**src/logic/brsPkg.sv**
```systemverilog
`default_nettype none

package brsPkg;

    // operand, immediate and PC widths
    localparam int dataWidth = 32;
    localparam int addrWidth = 32;

    // producer tags coming from rename
    localparam int tagWidth = 4;

    // a tag of zero means the value is already in the slot
    localparam logic [tagWidth-1:0] tagFree = '0;

    // station geometry
    localparam int rsSize = 4;
    localparam int slotWidth = 2;

    // one mask bit per branch number that may still be unresolved
    localparam int branchMaskWidth = 4;

    localparam int opWidth = 4;

    // nop is what the issue port shows while nothing leaves
    typedef enum logic [opWidth-1:0] {
        nop  = 4'd0,
        beq  = 4'd1,
        bne  = 4'd2,
        blt  = 4'd3,
        bge  = 4'd4,
        bltu = 4'd5,
        bgeu = 4'd6,
        jal  = 4'd7,
        jalr = 4'd8
    } brOp;

endpackage

`default_nettype wire

```
**src/logic/branchStation.sv**
```systemverilog
`timescale 1ns/1ps
`default_nettype none

module branchStation (
    input  wire                                 clk,
    input  wire                                 rst,
    input  wire                                 rdy,
    input  wire                                 aluWrEn,
    input  wire [brsPkg::tagWidth-1:0]          aluTag,
    input  wire [brsPkg::dataWidth-1:0]         aluData,
    input  wire                                 lsWrEn,
    input  wire [brsPkg::tagWidth-1:0]          lsTag,
    input  wire [brsPkg::dataWidth-1:0]         lsData,
    input  wire                                 dispEn,
    input  wire [brsPkg::dataWidth-1:0]         dispOperandA,
    input  wire [brsPkg::dataWidth-1:0]         dispOperandB,
    input  wire [brsPkg::tagWidth-1:0]          dispTagA,
    input  wire [brsPkg::tagWidth-1:0]          dispTagB,
    input  wire brsPkg::brOp                    dispOp,
    input  wire [brsPkg::dataWidth-1:0]         dispImm,
    input  wire [brsPkg::addrWidth-1:0]         dispPc,
    input  wire [brsPkg::branchMaskWidth-1:0]   dispMask,
    input  wire                                 bFreeEn,
    input  wire [brsPkg::slotWidth-1:0]         bFreeNum,
    input  wire                                 misTaken,
    output logic                                full,
    output logic                                issueEn,
    output logic [brsPkg::dataWidth-1:0]        operandA,
    output logic [brsPkg::dataWidth-1:0]        operandB,
    output logic [brsPkg::dataWidth-1:0]        imm,
    output brsPkg::brOp                         opCode,
    output logic [brsPkg::addrWidth-1:0]        pc,
    output logic [brsPkg::slotWidth-1:0]        bNum
);
    import brsPkg::*;

    logic [rsSize-1:0]                allocEn;
    logic [rsSize-1:0]                busy;
    logic [rsSize-1:0]                ready;
    logic [rsSize-1:0]                issueAck;
    logic [rsSize-1:0][dataWidth-1:0] slotOperandA;
    logic [rsSize-1:0][dataWidth-1:0] slotOperandB;
    brOp  [rsSize-1:0]                slotOp;
    logic [rsSize-1:0][dataWidth-1:0] slotImm;
    logic [rsSize-1:0][addrWidth-1:0] slotPc;

    brsAlloc alloc_i (
        .clk     (clk),
        .rst     (rst),
        .rdy     (rdy),
        .flush   (misTaken),
        .dispEn  (dispEn),
        .busy    (busy),
        .allocEn (allocEn),
        .full    (full)
    );

    // every slot sees the same dispatch fields, only allocEn selects one
    for (genvar i = 0; i < rsSize; i++) begin : slot
        brsEntry entry_i (
            .clk           (clk),
            .rst           (rst),
            .rdy           (rdy),
            .flush         (misTaken),
            .aluWrEn       (aluWrEn),
            .aluTag        (aluTag),
            .aluData       (aluData),
            .lsWrEn        (lsWrEn),
            .lsTag         (lsTag),
            .lsData        (lsData),
            .allocEn       (allocEn[i]),
            .allocOperandA (dispOperandA),
            .allocOperandB (dispOperandB),
            .allocTagA     (dispTagA),
            .allocTagB     (dispTagB),
            .allocOp       (dispOp),
            .allocImm      (dispImm),
            .allocPc       (dispPc),
            .allocMask     (dispMask),
            .bFreeEn       (bFreeEn),
            .bFreeNum      (bFreeNum),
            .issueAck      (issueAck[i]),
            .busy          (busy[i]),
            .ready         (ready[i]),
            .issueOperandA (slotOperandA[i]),
            .issueOperandB (slotOperandB[i]),
            .issueOp       (slotOp[i]),
            .issueImm      (slotImm[i]),
            .issuePc       (slotPc[i])
        );
    end

    brsIssue issue_i (
        .clk          (clk),
        .rst          (rst),
        .rdy          (rdy),
        .flush        (misTaken),
        .ready        (ready),
        .busy         (busy),
        .slotOperandA (slotOperandA),
        .slotOperandB (slotOperandB),
        .slotOp       (slotOp),
        .slotImm      (slotImm),
        .slotPc       (slotPc),
        .issueAck     (issueAck),
        .issueEn      (issueEn),
        .operandA     (operandA),
        .operandB     (operandB),
        .imm          (imm),
        .opCode       (opCode),
        .pc           (pc),
        .bNum         (bNum)
    );

endmodule

`default_nettype wire

```
**src/logic/brsAlloc.sv**
```systemverilog
`timescale 1ns/1ps
`default_nettype none

module brsAlloc (
    input  wire                         clk,
    input  wire                         rst,
    input  wire                         rdy,
    input  wire                         flush,
    input  wire                         dispEn,
    input  wire [brsPkg::rsSize-1:0]    busy,
    output logic [brsPkg::rsSize-1:0]   allocEn,
    output logic                        full
);
    import brsPkg::*;

    // tail points at the next slot to fill
    logic [slotWidth-1:0] tail;

    // slots drain in order, so the tail slot is the last to empty
    assign full = busy[tail];

    // a flush in the same cycle wins over the dispatch
    always_comb begin
        allocEn = '0;
        if (dispEn && !flush) begin
            allocEn[tail] = 1'b1;
        end
    end

    always_ff @(posedge clk or posedge rst) begin
        if (rst) begin
            tail <= '0;
        end else if (rdy) begin
            if (flush) begin
                tail <= '0;
            end else if (dispEn) begin
                tail <= (tail == slotWidth'(rsSize - 1)) ? '0 : tail + 1'b1;
            end
        end
    end

    // the dispatcher has to respect full
    noDispatchWhenFull: assert property (
        @(posedge clk) disable iff (rst) (rdy && dispEn) |-> !full
    ) else $error("brsAlloc: dispatch while the station is full");

endmodule

`default_nettype wire

```
**src/logic/brsEntry.sv**
```systemverilog
`timescale 1ns/1ps
`default_nettype none

module brsEntry (
    input  wire                                 clk,
    input  wire                                 rst,
    input  wire                                 rdy,
    input  wire                                 flush,
    input  wire                                 aluWrEn,
    input  wire [brsPkg::tagWidth-1:0]          aluTag,
    input  wire [brsPkg::dataWidth-1:0]         aluData,
    input  wire                                 lsWrEn,
    input  wire [brsPkg::tagWidth-1:0]          lsTag,
    input  wire [brsPkg::dataWidth-1:0]         lsData,
    input  wire                                 allocEn,
    input  wire [brsPkg::dataWidth-1:0]         allocOperandA,
    input  wire [brsPkg::dataWidth-1:0]         allocOperandB,
    input  wire [brsPkg::tagWidth-1:0]          allocTagA,
    input  wire [brsPkg::tagWidth-1:0]          allocTagB,
    input  wire brsPkg::brOp                    allocOp,
    input  wire [brsPkg::dataWidth-1:0]         allocImm,
    input  wire [brsPkg::addrWidth-1:0]         allocPc,
    input  wire [brsPkg::branchMaskWidth-1:0]   allocMask,
    input  wire                                 bFreeEn,
    input  wire [brsPkg::slotWidth-1:0]         bFreeNum,
    input  wire                                 issueAck,
    output logic                                busy,
    output logic                                ready,
    output logic [brsPkg::dataWidth-1:0]        issueOperandA,
    output logic [brsPkg::dataWidth-1:0]        issueOperandB,
    output brsPkg::brOp                         issueOp,
    output logic [brsPkg::dataWidth-1:0]        issueImm,
    output logic [brsPkg::addrWidth-1:0]        issuePc
);
    import brsPkg::*;

    logic [tagWidth-1:0]        tagA;
    logic [tagWidth-1:0]        tagB;
    logic [dataWidth-1:0]       dataA;
    logic [dataWidth-1:0]       dataB;
    logic [branchMaskWidth-1:0] mask;
    brOp                        heldOp;
    logic [dataWidth-1:0]       heldImm;
    logic [addrWidth-1:0]       heldPc;

    logic [tagWidth-1:0]        nextTagA;
    logic [tagWidth-1:0]        nextTagB;
    logic [dataWidth-1:0]       nextDataA;
    logic [dataWidth-1:0]       nextDataB;
    logic [branchMaskWidth-1:0] nextMask;

    // a tag seen on either bus this cycle becomes free
    function automatic logic [tagWidth-1:0] wakeTag(input logic [tagWidth-1:0] tag);
        logic hit;
        hit = (aluWrEn && aluTag == tag) || (lsWrEn && lsTag == tag);
        return hit ? tagFree : tag;
    endfunction

    function automatic logic [dataWidth-1:0] wakeData(input logic [tagWidth-1:0] tag,
                                                      input logic [dataWidth-1:0] data);
        logic [dataWidth-1:0] result;
        result = data;
        if (aluWrEn && aluTag == tag) begin
            result = aluData;
        end else if (lsWrEn && lsTag == tag) begin
            result = lsData;
        end
        return result;
    endfunction

    function automatic logic [branchMaskWidth-1:0] clearMask(
        input logic [branchMaskWidth-1:0] m
    );
        return bFreeEn ? (m & ~(branchMaskWidth'(1) << bFreeNum)) : m;
    endfunction

    // the stored fields as they will be after this edge
    always_comb begin
        nextTagA  = wakeTag(tagA);
        nextTagB  = wakeTag(tagB);
        nextDataA = wakeData(tagA, dataA);
        nextDataB = wakeData(tagB, dataB);
        nextMask  = clearMask(mask);
    end

    assign ready = busy && nextTagA == tagFree && nextTagB == tagFree && nextMask == '0;

    // operands bypass a broadcast that lands in the issue cycle
    assign issueOperandA = nextDataA;
    assign issueOperandB = nextDataB;
    assign issueOp       = heldOp;
    assign issueImm      = heldImm;
    assign issuePc       = heldPc;

    always_ff @(posedge clk or posedge rst) begin
        if (rst) begin
            busy <= 1'b0;
        end else if (rdy) begin
            if (flush || issueAck) begin
                busy <= 1'b0;
            end else if (allocEn) begin
                busy <= 1'b1;
            end
        end
    end

    // incoming fields are snooped too, so a result arriving with the dispatch is kept
    always_ff @(posedge clk) begin
        if (rdy) begin
            if (allocEn) begin
                tagA    <= wakeTag(allocTagA);
                tagB    <= wakeTag(allocTagB);
                dataA   <= wakeData(allocTagA, allocOperandA);
                dataB   <= wakeData(allocTagB, allocOperandB);
                mask    <= clearMask(allocMask);
                heldOp  <= allocOp;
                heldImm <= allocImm;
                heldPc  <= allocPc;
            end else begin
                tagA  <= nextTagA;
                tagB  <= nextTagB;
                dataA <= nextDataA;
                dataB <= nextDataB;
                mask  <= nextMask;
            end
        end
    end

    // the allocator must only pick a slot that has drained
    allocIntoEmpty: assert property (
        @(posedge clk) disable iff (rst) (rdy && allocEn && !flush) |-> !busy
    ) else $error("brsEntry: allocation into a busy slot");

endmodule

`default_nettype wire

```
**src/logic/brsIssue.sv**
```systemverilog
`timescale 1ns/1ps
`default_nettype none

module brsIssue (
    input  wire                                             clk,
    input  wire                                             rst,
    input  wire                                             rdy,
    input  wire                                             flush,
    input  wire [brsPkg::rsSize-1:0]                        ready,
    input  wire [brsPkg::rsSize-1:0]                        busy,
    input  wire [brsPkg::rsSize-1:0][brsPkg::dataWidth-1:0] slotOperandA,
    input  wire [brsPkg::rsSize-1:0][brsPkg::dataWidth-1:0] slotOperandB,
    input  wire brsPkg::brOp [brsPkg::rsSize-1:0]           slotOp,
    input  wire [brsPkg::rsSize-1:0][brsPkg::dataWidth-1:0] slotImm,
    input  wire [brsPkg::rsSize-1:0][brsPkg::addrWidth-1:0] slotPc,
    output logic [brsPkg::rsSize-1:0]                       issueAck,
    output logic                                            issueEn,
    output logic [brsPkg::dataWidth-1:0]                    operandA,
    output logic [brsPkg::dataWidth-1:0]                    operandB,
    output logic [brsPkg::dataWidth-1:0]                    imm,
    output brsPkg::brOp                                     opCode,
    output logic [brsPkg::addrWidth-1:0]                    pc,
    output logic [brsPkg::slotWidth-1:0]                    bNum
);
    import brsPkg::*;

    // head is the oldest slot still waiting
    logic [slotWidth-1:0] head;
    logic                 fire;

    // only the head may leave, which keeps issue in program order
    assign fire = rdy && !flush && ready[head];

    always_comb begin
        issueAck = '0;
        if (fire) begin
            issueAck[head] = 1'b1;
        end
    end

    // issueEn is a pulse, so it drops back to idle even while frozen
    always_ff @(posedge clk or posedge rst) begin
        if (rst) begin
            head    <= '0;
            issueEn <= 1'b0;
            opCode  <= nop;
            bNum    <= '0;
        end else begin
            issueEn <= fire;
            if (fire) begin
                opCode <= slotOp[head];
                bNum   <= head;
            end else begin
                opCode <= nop;
            end

            if (rdy && flush) begin
                head <= '0;
            end else if (fire) begin
                head <= (head == slotWidth'(rsSize - 1)) ? '0 : head + 1'b1;
            end
        end
    end

    always_ff @(posedge clk) begin
        if (fire) begin
            operandA <= slotOperandA[head];
            operandB <= slotOperandB[head];
            imm      <= slotImm[head];
            pc       <= slotPc[head];
        end
    end

    // a slot that reports ready must also hold an instruction
    ackOnlyBusy: assert property (
        @(posedge clk) disable iff (rst) (issueAck & ~busy) == '0
    ) else $error("brsIssue: issue acknowledged to an empty slot");

endmodule

`default_nettype wire

```
**config.mk**
```make
export PLATFORM = sky130hd
export DESIGN_NAME = branchStation
export DESIGN_NICKNAME = d
export VERILOG_FILES = /design/src/logic/brsPkg.sv /design/src/logic/branchStation.sv /design/src/logic/brsAlloc.sv /design/src/logic/brsEntry.sv /design/src/logic/brsIssue.sv
export SDC_FILE = /design/constraint.sdc
export NUM_CORES = 1
export LEC_CHECK = 0
export ABC_AREA = 1
export BUFFER_PORTS_ARGS = -buffer_cell sky130_fd_sc_hd__buf_2
export CAP_MARGIN = 25
export CORE_ASPECT_RATIO = 1.5
export CORE_MARGIN = 3
export CORE_UTILIZATION = 45
export CTS_CLUSTER_DIAMETER = 50
export DETAILED_ROUTE_END_ITERATION = 10
export SLEW_MARGIN = 10
export SYNTH_ARGS = -nofsm -noshare
export SYNTH_HDL_FRONTEND = slang
export SYNTH_SLANG_ARGS = --single-unit
```
**constraint.sdc**
```tcl
create_clock -name clk -period 6.3 [get_ports clk]
set_clock_uncertainty 0.15 [all_clocks]
set_input_delay 0.315 -clock clk [delete_from_list [all_inputs] [get_ports clk]]
set_output_delay 0.315 -clock clk [all_outputs]
set_load 0.005 [all_outputs]
```
Word-level counts from Yosys, hierarchy flattened. Cells that the tools add are included.

Reductions and logical operators: 80. Mux-type cells: 90. Equality and inequality tests: 22. Order comparisons: 4. Bitwise gates (word level): 6. Add/sub/neg operators: 2. Shift-type cells: 1.

Operator list (number): 32-bit two-way mux (32); 32-bit binary-select mux with 2-bit select (4); 4-bit two-way mux (31); 4-bit equality test (20); 4-bit logical NOT (12); 1-bit logical AND (38); 4-bit bitwise AND (5); 2-bit AND reduction (9); 1-bit logical OR (14); 1-bit two-way mux (12); 2-bit two-way mux (6); 2-bit nonzero test (6); 4-bit binary-select mux with 2-bit select (1); 2-bit by 3-bit < comparator with 1-bit output (second input constant) (2); 2-bit by 1-bit adder with 2-bit output (second input constant) (2); 1-bit binary-select mux with 2-bit select (2); 1-bit demux with 2-bit select (2); 2-bit equality test (second input constant) (2); 2-bit by 1-bit greater-or-equal comparator with 1-bit output (second input constant) (2); 4-bit NOT (1); 1-bit by 2-bit << shifter with 4-bit output (first input constant) (1); 1-bit logical NOT (1).

Logic and storage cells: 250. Input port bits: 226. Output and inout bits: 136. Register bits: 719.

Depth between registers and ports, before layout. Gate-level depths: netlist of run 1.

Word-level depth: 15. Depth in mapped cells: 15.

By module. A second synthesis of run 1 with hierarchy kept.

Cell total of the unflattened synthesis: 5856. Area total of the unflattened synthesis: 47156.5 um^2.

By module, submodules not included: brsEntry (area each 9698.1 um^2, instances 4, cells each 1220); brsIssue (area each 8135.3 um^2, instances 1, cells each 938); brsAlloc (area each 229.0 um^2, instances 1, cells each 38).

Worst setup path after synthesis of run 1. OpenSTA, ideal clock, no wires.

Path type: register -> register. From: register alloc_i.tail[0]. To: register slot[3].entry_i.heldImm[0] (enable). Slack: 1489 ps. Buffers on the path: 2. Period minus slack after synthesis: 4811 ps. Cell stages (with the launch flop): 8. Arrival: 4165 ps. Required time: 5654 ps. Path through: dfrtp_1 ha_1 inv_1 nor2_1 inv_1 clkbuf_1 clkbuf_1 nor2_1.

Longest elaborated chain between the ends: 6. Elaborated cells between the ends (all ways): 7. Classes of those cells: 2 x order compare; 3 x mux; 2 x reduce/logical.

Ends and longest elaborated chain: start, declared (line brsAlloc.sv:17) `logic [slotWidth-1:0] tail;`; start signal, assigned (line brsAlloc.sv:37) `tail <= (tail == slotWidth'(rsSize - 1)) ? '0 : tail + 1'b1;`; 2-bit by 3-bit < comparator with 1-bit output (implied by the code) or 2-bit by 1-bit greater-or-equal comparator with 1-bit output (tied branches) (line brsAlloc.sv:26) `allocEn[tail] = 1'b1;`; 1-bit logical AND (implied by the code) (line brsAlloc.sv:26); 1-bit two-way mux (implied by the code) (line brsAlloc.sv:26); 1-bit demux with 2-bit select *; 4-bit two-way mux * (line brsAlloc.sv:25) `if (dispEn && !flush) begin`; 2-bit AND reduction (no source line) *; end signal, assigned (line brsEntry.sv:117) `heldImm <= allocImm;`; end, declared (line brsEntry.sv:43) `logic [dataWidth-1:0] heldImm;`.

Every way passes the cells marked *; elsewhere a longest branch is shown, timed or not. A chain may end at the register's enable or synchronous reset.

Worst setup path in the final report of run 1.
From: register slot[3].entry_i.tagB[3]. To: register issue_i.operandB[9] in the netlist's numbering (enable).

Longest elaborated chain between the ends: 10. Elaborated cells between the ends (all ways): 12. Classes of those cells: 2 x eq/ne; 3 x mux; 7 x reduce/logical.

Ends and longest elaborated chain: start, declared (line brsEntry.sv:38) `logic [tagWidth-1:0] tagB;`; start signal, assigned (line brsEntry.sv:112) `tagB <= wakeTag(allocTagB);`; start signal, assigned (line brsEntry.sv:121) `tagB <= nextTagB;`; 4-bit equality test (line brsEntry.sv:55) `hit = (aluWrEn && aluTag == tag) || (lsWrEn && lsTag == tag);`; 1-bit logical AND (line brsEntry.sv:55); 1-bit logical OR (line brsEntry.sv:55); 4-bit two-way mux * (line brsEntry.sv:56) `return hit ? tagFree : tag;`; 4-bit logical NOT * (line brsEntry.sv:86) `assign ready = busy && nextTagA == tagFree && nextTagB == tagFree && nextMask == '0;`; 1-bit logical AND * (2 in series) (line brsEntry.sv:86); 1-bit binary-select mux with 2-bit select * (line brsIssue.sv:32) `assign fire = rdy && !flush && ready[head];`; 1-bit two-way mux (implied by the code) * (line brsIssue.sv:32); 1-bit logical AND * (line brsIssue.sv:32); named net issue_i.fire (line brsIssue.sv:29) `logic fire;`; end signal, assigned (line brsIssue.sv:68) `operandB <= slotOperandB[head];`; end, declared (line brsIssue.sv:19) `output logic [brsPkg::dataWidth-1:0] operandB,`.

The timed path passes the listed nets; every way through them passes the cells marked *. The select of a mux whose other input is x is not followed.

==> results of run 1 <==
==> per-layer routing <==
metal,share of wire (%),vias up
li1,-,14796
met1,39,14565
met2,49,1305
met3,8.5,227
met4,3.4,10
met5,0.059,-
==> cell families (layout without fill, tap and decap cells) <==
group,count (synthesis),after routing
AO/OA/AOI/OAI,1390,1390
XOR/XNOR,8,8
adder cells (fa/ha/maj),8,8
buffers and inverters,441,784
flip-flops,719,719
multiplexers,2,2
other,0,14
AND/OR/NAND/NOR,1470,1470
==> sequential cells by signal, summed over array words and instances (netlist names), 4 cells and up <==
register / count
slot.entry_i.dataA: 128
issue_i.operandA: 32
slot.entry_i.tagA: 16
slot.entry_i.busy: 4
slot.entry_i.issueImm: 128
issue_i.pc: 32
issue_i.imm: 32
issue_i.operandB: 32
issue_i.opCode: 4
slot.entry_i.mask: 16
slot.entry_i.issuePc: 128
slot.entry_i.issueOp: 16
slot.entry_i.tagB: 16
slot.entry_i.dataB: 128
==> power breakdown <==
group          internal (mW)  switching, mW
Clock                   2.47           1.99
Combinational          0.695           1.46
Sequential              5.71         0.0977
==> what timing repair did <==
| action | 4_1_cts | 5_1_grt |
|---|---|---|
| hold buffers | 92 | 0 |
| setup buffers | 0 | 0 |
| hold endpoints to repair | 355 | 0 |
==> final timing paths <==
kind	end	slack (ns)	cells past startpoint
max	issue_i.operandB[9]$_DFFE_PP_	2.14	13
min	slot[1].entry_i.mask[2]$_DFFE_PP_	0.03	1
max reg2reg	issue_i.operandB[9]$_DFFE_PP_	2.14	13
min reg2reg	issue_i.bNum[1]$_DFFE_PP0P_	0.34	2
max in group asynchronous	issue_i.head[1]$_DFFE_PP0P_	5.40	3
min in group asynchronous	issue_i.bNum[0]$_DFFE_PP0P_	0.14	3
==> cell usage after synthesis (all sizes together) <==
master  count  area share [%]
ha          8            0.27
edfxtp    704              58
inv       137             1.4
mux2i       2           0.054
a21oi      16            0.22
nand3      71             1.2
o21ai    1161              16
nand2    1043              11
o31ai       1           0.020
clkbuf    197             2.0
dfrtp      15             1.0
nor3        4            0.11
o21bai      1           0.020
o22ai     131             2.2
nor2      340             3.5
nand4       2           0.034
and2        3           0.051
xnor2       8            0.19
o211ai     76             1.6
nand3b      7            0.15
a221oi      4            0.13
clkinv      2           0.027
buf       105             1.6
==> through the flow <==
stage	instance area (um^2)	hold slack (ns)
2_1_floorplan	36700	0.0665
3_3_place_gp	39100	0.277
3_5_place_dp	39100	0.269
4_1_cts	42500	0.00232
5_1_grt	42600	0.0372
6_report	42600	0.0277
==> final cells by class <==
cell class,instances,area (um^2),area share [%]
Antenna cell,14,35.0,0.0822
Clock buffer,99,2050,4.82
Clock inverter,40,388,0.910
Inverter,139,542,1.27
Multi-Input combinational cell,2878,13600,31.9
Sequential cell,719,21500,50.5
Tap cell,1032,1290,3.03
Timing Repair Buffer,506,3210,7.52
==> impl_metrics.csv, run 1 <==
group,metric,value,unit
run_status,outcome,"completed",
sta,rsz0062_at_grt,"no",
sta,fmax,240,MHz
routing,routed_via_density,5.69,
cts,clock_latency,0.64,ns
critical_path,cp-end-kind,"register",
routing,drt_first_pass_iters,5,
placed_design,hpwl,71800,um
logic_synthesis,seq_area_frac_synth,58.6,%
critical_path,worstPathMaxFanout,53,
global_route,grt_pass1_vias,29342,
logic_synthesis,synth_xor_area_share,0.191,%
global_route,gr-total-overflow,0,
cts,cts_tree,"done",
cts,clkSlewWorstSetupHoldPaths,0.06,ns
sta,tightest_slew,1.05,ns
sta,setup-tns-final,0,ns
final_layout,final_common_cell,"o21ai_0",
global_route,grtUsageTotal,27.0,%
power,leakage,17.1,nW
critical_path,critPathKind,"reg2reg",
cts,ctsResizeCount,0,
logic_synthesis,synth.distinct_cells,34,
cts,ctsHtreeMaxLevel,3,
global_route,grt_max_degree,139,
global_route,grt_use_met1,33.2,%
sta,fin_crit,4.16,ns
critical_path,start_kind,"register",
routing,wl_per_cell,21.7,um
power,power,12.4,mW
floorplanning,start_util,45.7,%
logic_synthesis,synthAdderAreaFrac,0.272,%
logic_synthesis,synth.cell_area,0.0367,mm^2
min_path,min-delay-start,"rdy",
cts,cts.path.max_buffers,3,
critical_path,cp-startpoint,"slot[3].entry_i.tagB[3]$_DFFE_PP_",
sta,fin_crit_sh,66.1,%
floorplanning,die_h,356,um
floorplanning,core,0.0804,mm^2
routing,drc,0,
final_layout,final_cell_mix,"1076 x o21ai_0, 1043 x nand2_1, 704 x edfxtp_1, 360 x buf_2, 332 x nor2_1",
routing,drt_wl_total,118000,um
sta,report.final.slew_viol_count,0,
final_layout,instances_no_fill,5427,
global_route,grt_busiest_layer,"met2",
logic_synthesis,synth_simple_gate_area_share,15.7,%
critical_path,path_cells,"nand2_1 > nand2_1 > a21oi_1 > nand3_4 > buf_4 > nand3_1 > nand2_1 > inv_1 > nand3_1 > nand3_2 > nand3_4 > inv_6 > buf_4",
global_route,grt_pass1_wl,176000,um
sta,layout_setup_ws,2.14,ns
critical_path,worst_path_dominant_cell_family,"buffers and inverters",
floorplanning,die_area,0.0852,mm^2
routing,first_iter_violations,2901,
critical_path,crit_required,6.43,ns
floorplanning,dieWidth,239,um
cts,cts_buffers,78,
critical_path,path_buf_inv,4,
cts,clock_sinks,719,
logic_synthesis,ys_seq_elements,719,
global_route,met3_usage,5.48,%
sta,finalSetupViolCount,0,
logic_synthesis,syn-num-nets,4272,
final_layout,layout-drive-gt1-share,13.9,%
sta,slew_headroom,30.3,%
logic_synthesis,syn_area_per_cell,9.10,um^2
placed_design,gp_congestion,0.825,
critical_path,cpPeakStageDelay,0.57,ns
global_route,antenna_found_initial,19,
placed_design,place_ws,1.77,ns
placed_design,dp_cells,5179,
critical_path,reg2reg_from,"slot[3].entry_i.tagB[3]$_DFFE_PP_",
floorplanning,num_rows,127,
sta,hold_viol,0,
job,max-cap-violations,0,
logic_synthesis,yosys_warnings,0,
critical_path,crit_top_cell,"nand2_1",
routing,vias,30903,
cts,cts_root_buf,"clkbuf_16",
critical_path,slowest_stage,"inv_6",
global_route,gr-usage-met2,46.4,%
routing,antenna_left,0,
logic_synthesis,synth_top_family_by_area,"compound AO/OA/AOI/OAI gates",
floorplanning,ios,362,
placed_design,numPortBuffers,361,
min_path,holdCritPathClass,"in2reg",
power,vdd_drop_max,0.397,mV
power,cellPowerDensity,291,mW/mm^2
final_layout,utilization,53.0,%
critical_path,arrival,4.30,ns
logic_synthesis,synth_compound_area_share,20.3,%
final_layout,nFillCells,7397,
logic_synthesis,syn_inst,4038,
logic_synthesis,synthMuxAreaShare,0.0545,%
final_layout,syn_to_final_growth,16.0,%
final_layout,nNetsFinal,4556,
Power figures use the tool's default switching activity.
==> inputs of run 2 (changes only) <==
==> constraint.sdc (replaced) <==
create_clock -name clk -period 3.9 [get_ports clk]
set_clock_uncertainty 0.15 [all_clocks]
set_input_delay 0.195 -clock clk [delete_from_list [all_inputs] [get_ports clk]]
set_output_delay 0.195 -clock clk [all_outputs]
set_load 0.005 [all_outputs]
==> impl_metrics.csv, run 2 (synthesis results as in run 1) <==
group,metric,value,unit
run_status,outcome,"completed",
job,max-cap-violations,0,
placed_design,dp_cells,5203,
final_layout,nNetsFinal,4638,
final_layout,layout-drive-gt1-share,14.0,%
critical_path,reg2reg_to,"issue_i.imm[7]$_DFFE_PP_",
critical_path,reg2reg_depth,12,
sta,fin_crit_sh,85.3,%
routing,drt_first_pass_iters,6,
power,vdd_drop_max,0.382,mV
cts,ctsHtreeMaxLevel,3,
routing,vias,31640,
final_layout,instances_no_fill,5503,
floorplanning,core,0.0804,mm^2
floorplanning,die_area,0.0852,mm^2
global_route,grt_pass1_vias,30135,
power,pwr-share-seq,46.7,%
global_route,gr-total-overflow,0,
sta,fin_crit,3.33,ns
sta,report.final.slew_viol_count,0,
cts,cts_root_buf,"clkbuf_16",
cts,cts_tree,"done",
floorplanning,num_rows,127,
sta,holdWs,0.0246,ns
cts,clock_sinks,719,
critical_path,reg2reg_from,"slot[3].entry_i.tagB[2]$_DFFE_PP_",
final_layout,final_common_cell,"o21ai_0",
final_layout,fin_area,0.0435,mm^2
power,power_switching,5.65,mW
min_path,holdCritPathClass,"in2reg",
global_route,grtUsageTotal,28.1,%
cts,cts.path.max_buffers,3,
critical_path,arrival,3.53,ns
power,switching_share,28.1,%
global_route,grt_max_degree,185,
power,pwr-share-comb,17.9,%
sta,rsz0062_at_grt,"no",
cts,clkSlewWorstSetupHoldPaths,0.06,ns
sta,setup-tns-final,0,ns
floorplanning,die_h,356,um
final_layout,nFillCells,7333,
floorplanning,ios,362,
cts,holdBufCountCts,156,
final_layout,final_cell_mix,"1076 x o21ai_0, 1043 x nand2_1, 704 x edfxtp_1, 360 x buf_2, 332 x nor2_1",
global_route,grt_pass1_wl,182000,um
sta,tightest_slew,0.970,ns
power,cellPowerDensity,463,mW/mm^2
power,leakage,17.5,nW
sta,fmax,301,MHz
min_path,hold_path_depth,5,
floorplanning,start_util,45.7,%
final_layout,syn_to_final_growth,18.3,%
final_layout,utilization,54.0,%
cts,ctsResizeCount,0,
routing,drt_wl_total,122000,um
floorplanning,dieWidth,239,um
critical_path,worstPathMaxFanout,32,
placed_design,gp_congestion,0.871,
global_route,antenna_found_initial,12,
routing,wl_per_cell,22.1,um
power,clkPwrFrac,35.5,%
sta,hold_viol,0,
sta,layout_setup_ws,0.573,ns
critical_path,start_kind,"input port",
cts,cts_setup_buffers,0,
placed_design,dpl_cell_area,0.0395,mm^2
critical_path,crit_required,4.10,ns
cts,cts_buffers,75,
critical_path,critPathKind,"in2reg",
routing,first_iter_violations,2855,
cts,clock_latency,0.64,ns
power,power,20.1,mW
critical_path,reg2reg_slack,0.68,ns
min_path,min-delay-start,"dispOperandA[27]",
min_path,min_to,"slot[3].entry_i.dataA[27]$_DFFE_PP_",
critical_path,cp-end-kind,"register",
placed_design,hpwl,72800,um
placed_design,place_ws,0.619,ns
placed_design,numPortBuffers,361,
sta,finalSetupViolCount,0,
routing,routed_via_density,5.75,
routing,drc,0,
sta,slew_headroom,35.2,%
power,cellInternalPower,14.5,mW
routing,antenna_left,0,
run 2: cell types whose count changed in the layout (fill, tap and decap cells not counted), moves of 4 or more:
cell / delta
diode_2: -7
buf_4: +9
dlygate4sd3_1: +64
clkinv_1: +9
buf_12: +13
clkinv_8: -4
run 2: power by group through the flow:
stage          clock network [mW]  registers [mW]  logic (mW)
6_report                     7.14            9.38        3.59
5_1_grt                      7.54            9.43        4.07
4_1_cts                      7.26            9.38        3.57
3_5_place_dp                    0            9.54        3.41
3_3_place_gp                    0            9.53        3.37
2_1_floorplan                   0            9.49        2.33
run 2: critical path: stages:
cell and delay [ns]:
dlygate4sd3_1 0.53, buf_2 0.18, o22ai_1 0.10, a21oi_1 0.15, nand4_1 0.78, buf_12 0.48
nand2_1 0.09, o211ai_1 0.08, o21ai_1 0.16, dlygate4sd3_1 0.66, o21ai_0 0.08
run 2: final cells by class:
type / count / area [um^2] / area share, %
Antenna cell: 7 / 17.5 / 0.0403
Clock buffer: 96 / 2040 / 4.70
Inverter: 139 / 541 / 1.24
Tap cell: 1032 / 1290 / 2.97
Sequential cell: 719 / 21500 / 49.5
Multi-Input combinational cell: 2878 / 13600 / 31.2
Clock inverter: 41 / 338 / 0.777
Timing Repair Buffer: 591 / 4150 / 9.54
run 2: per-layer routing:
layer	up-vias	global-route usage, %	part of all wire [%]
li1	14969	-	-
met1	14853	34.3	38
met2	1474	47.8	48
met3	332	5.87	9.0
met4	12	13.1	4.4
met5	-	0	0.057
run 2: how the worst max path moves through the flow:
stage / cells after the start / end / startpoint
2_1_floorplan: 10 / issue_i.imm[0]$_DFFE_PP_ / slot[0].entry_i.tagB[3]$_DFFE_PP_
3_3_place_gp: 13 / issue_i.imm[20]$_DFFE_PP_ / aluTag[0]
3_5_place_dp: 13 / issue_i.imm[20]$_DFFE_PP_ / aluTag[0]
4_1_cts: 11 / slot[2].entry_i.dataA[11]$_DFFE_PP_ / dispTagA[0]
5_1_grt: 11 / slot[3].entry_i.dataA[8]$_DFFE_PP_ / dispTagA[0]
6_report: 11 / slot[3].entry_i.dataA[8]$_DFFE_PP_ / dispTagA[0]
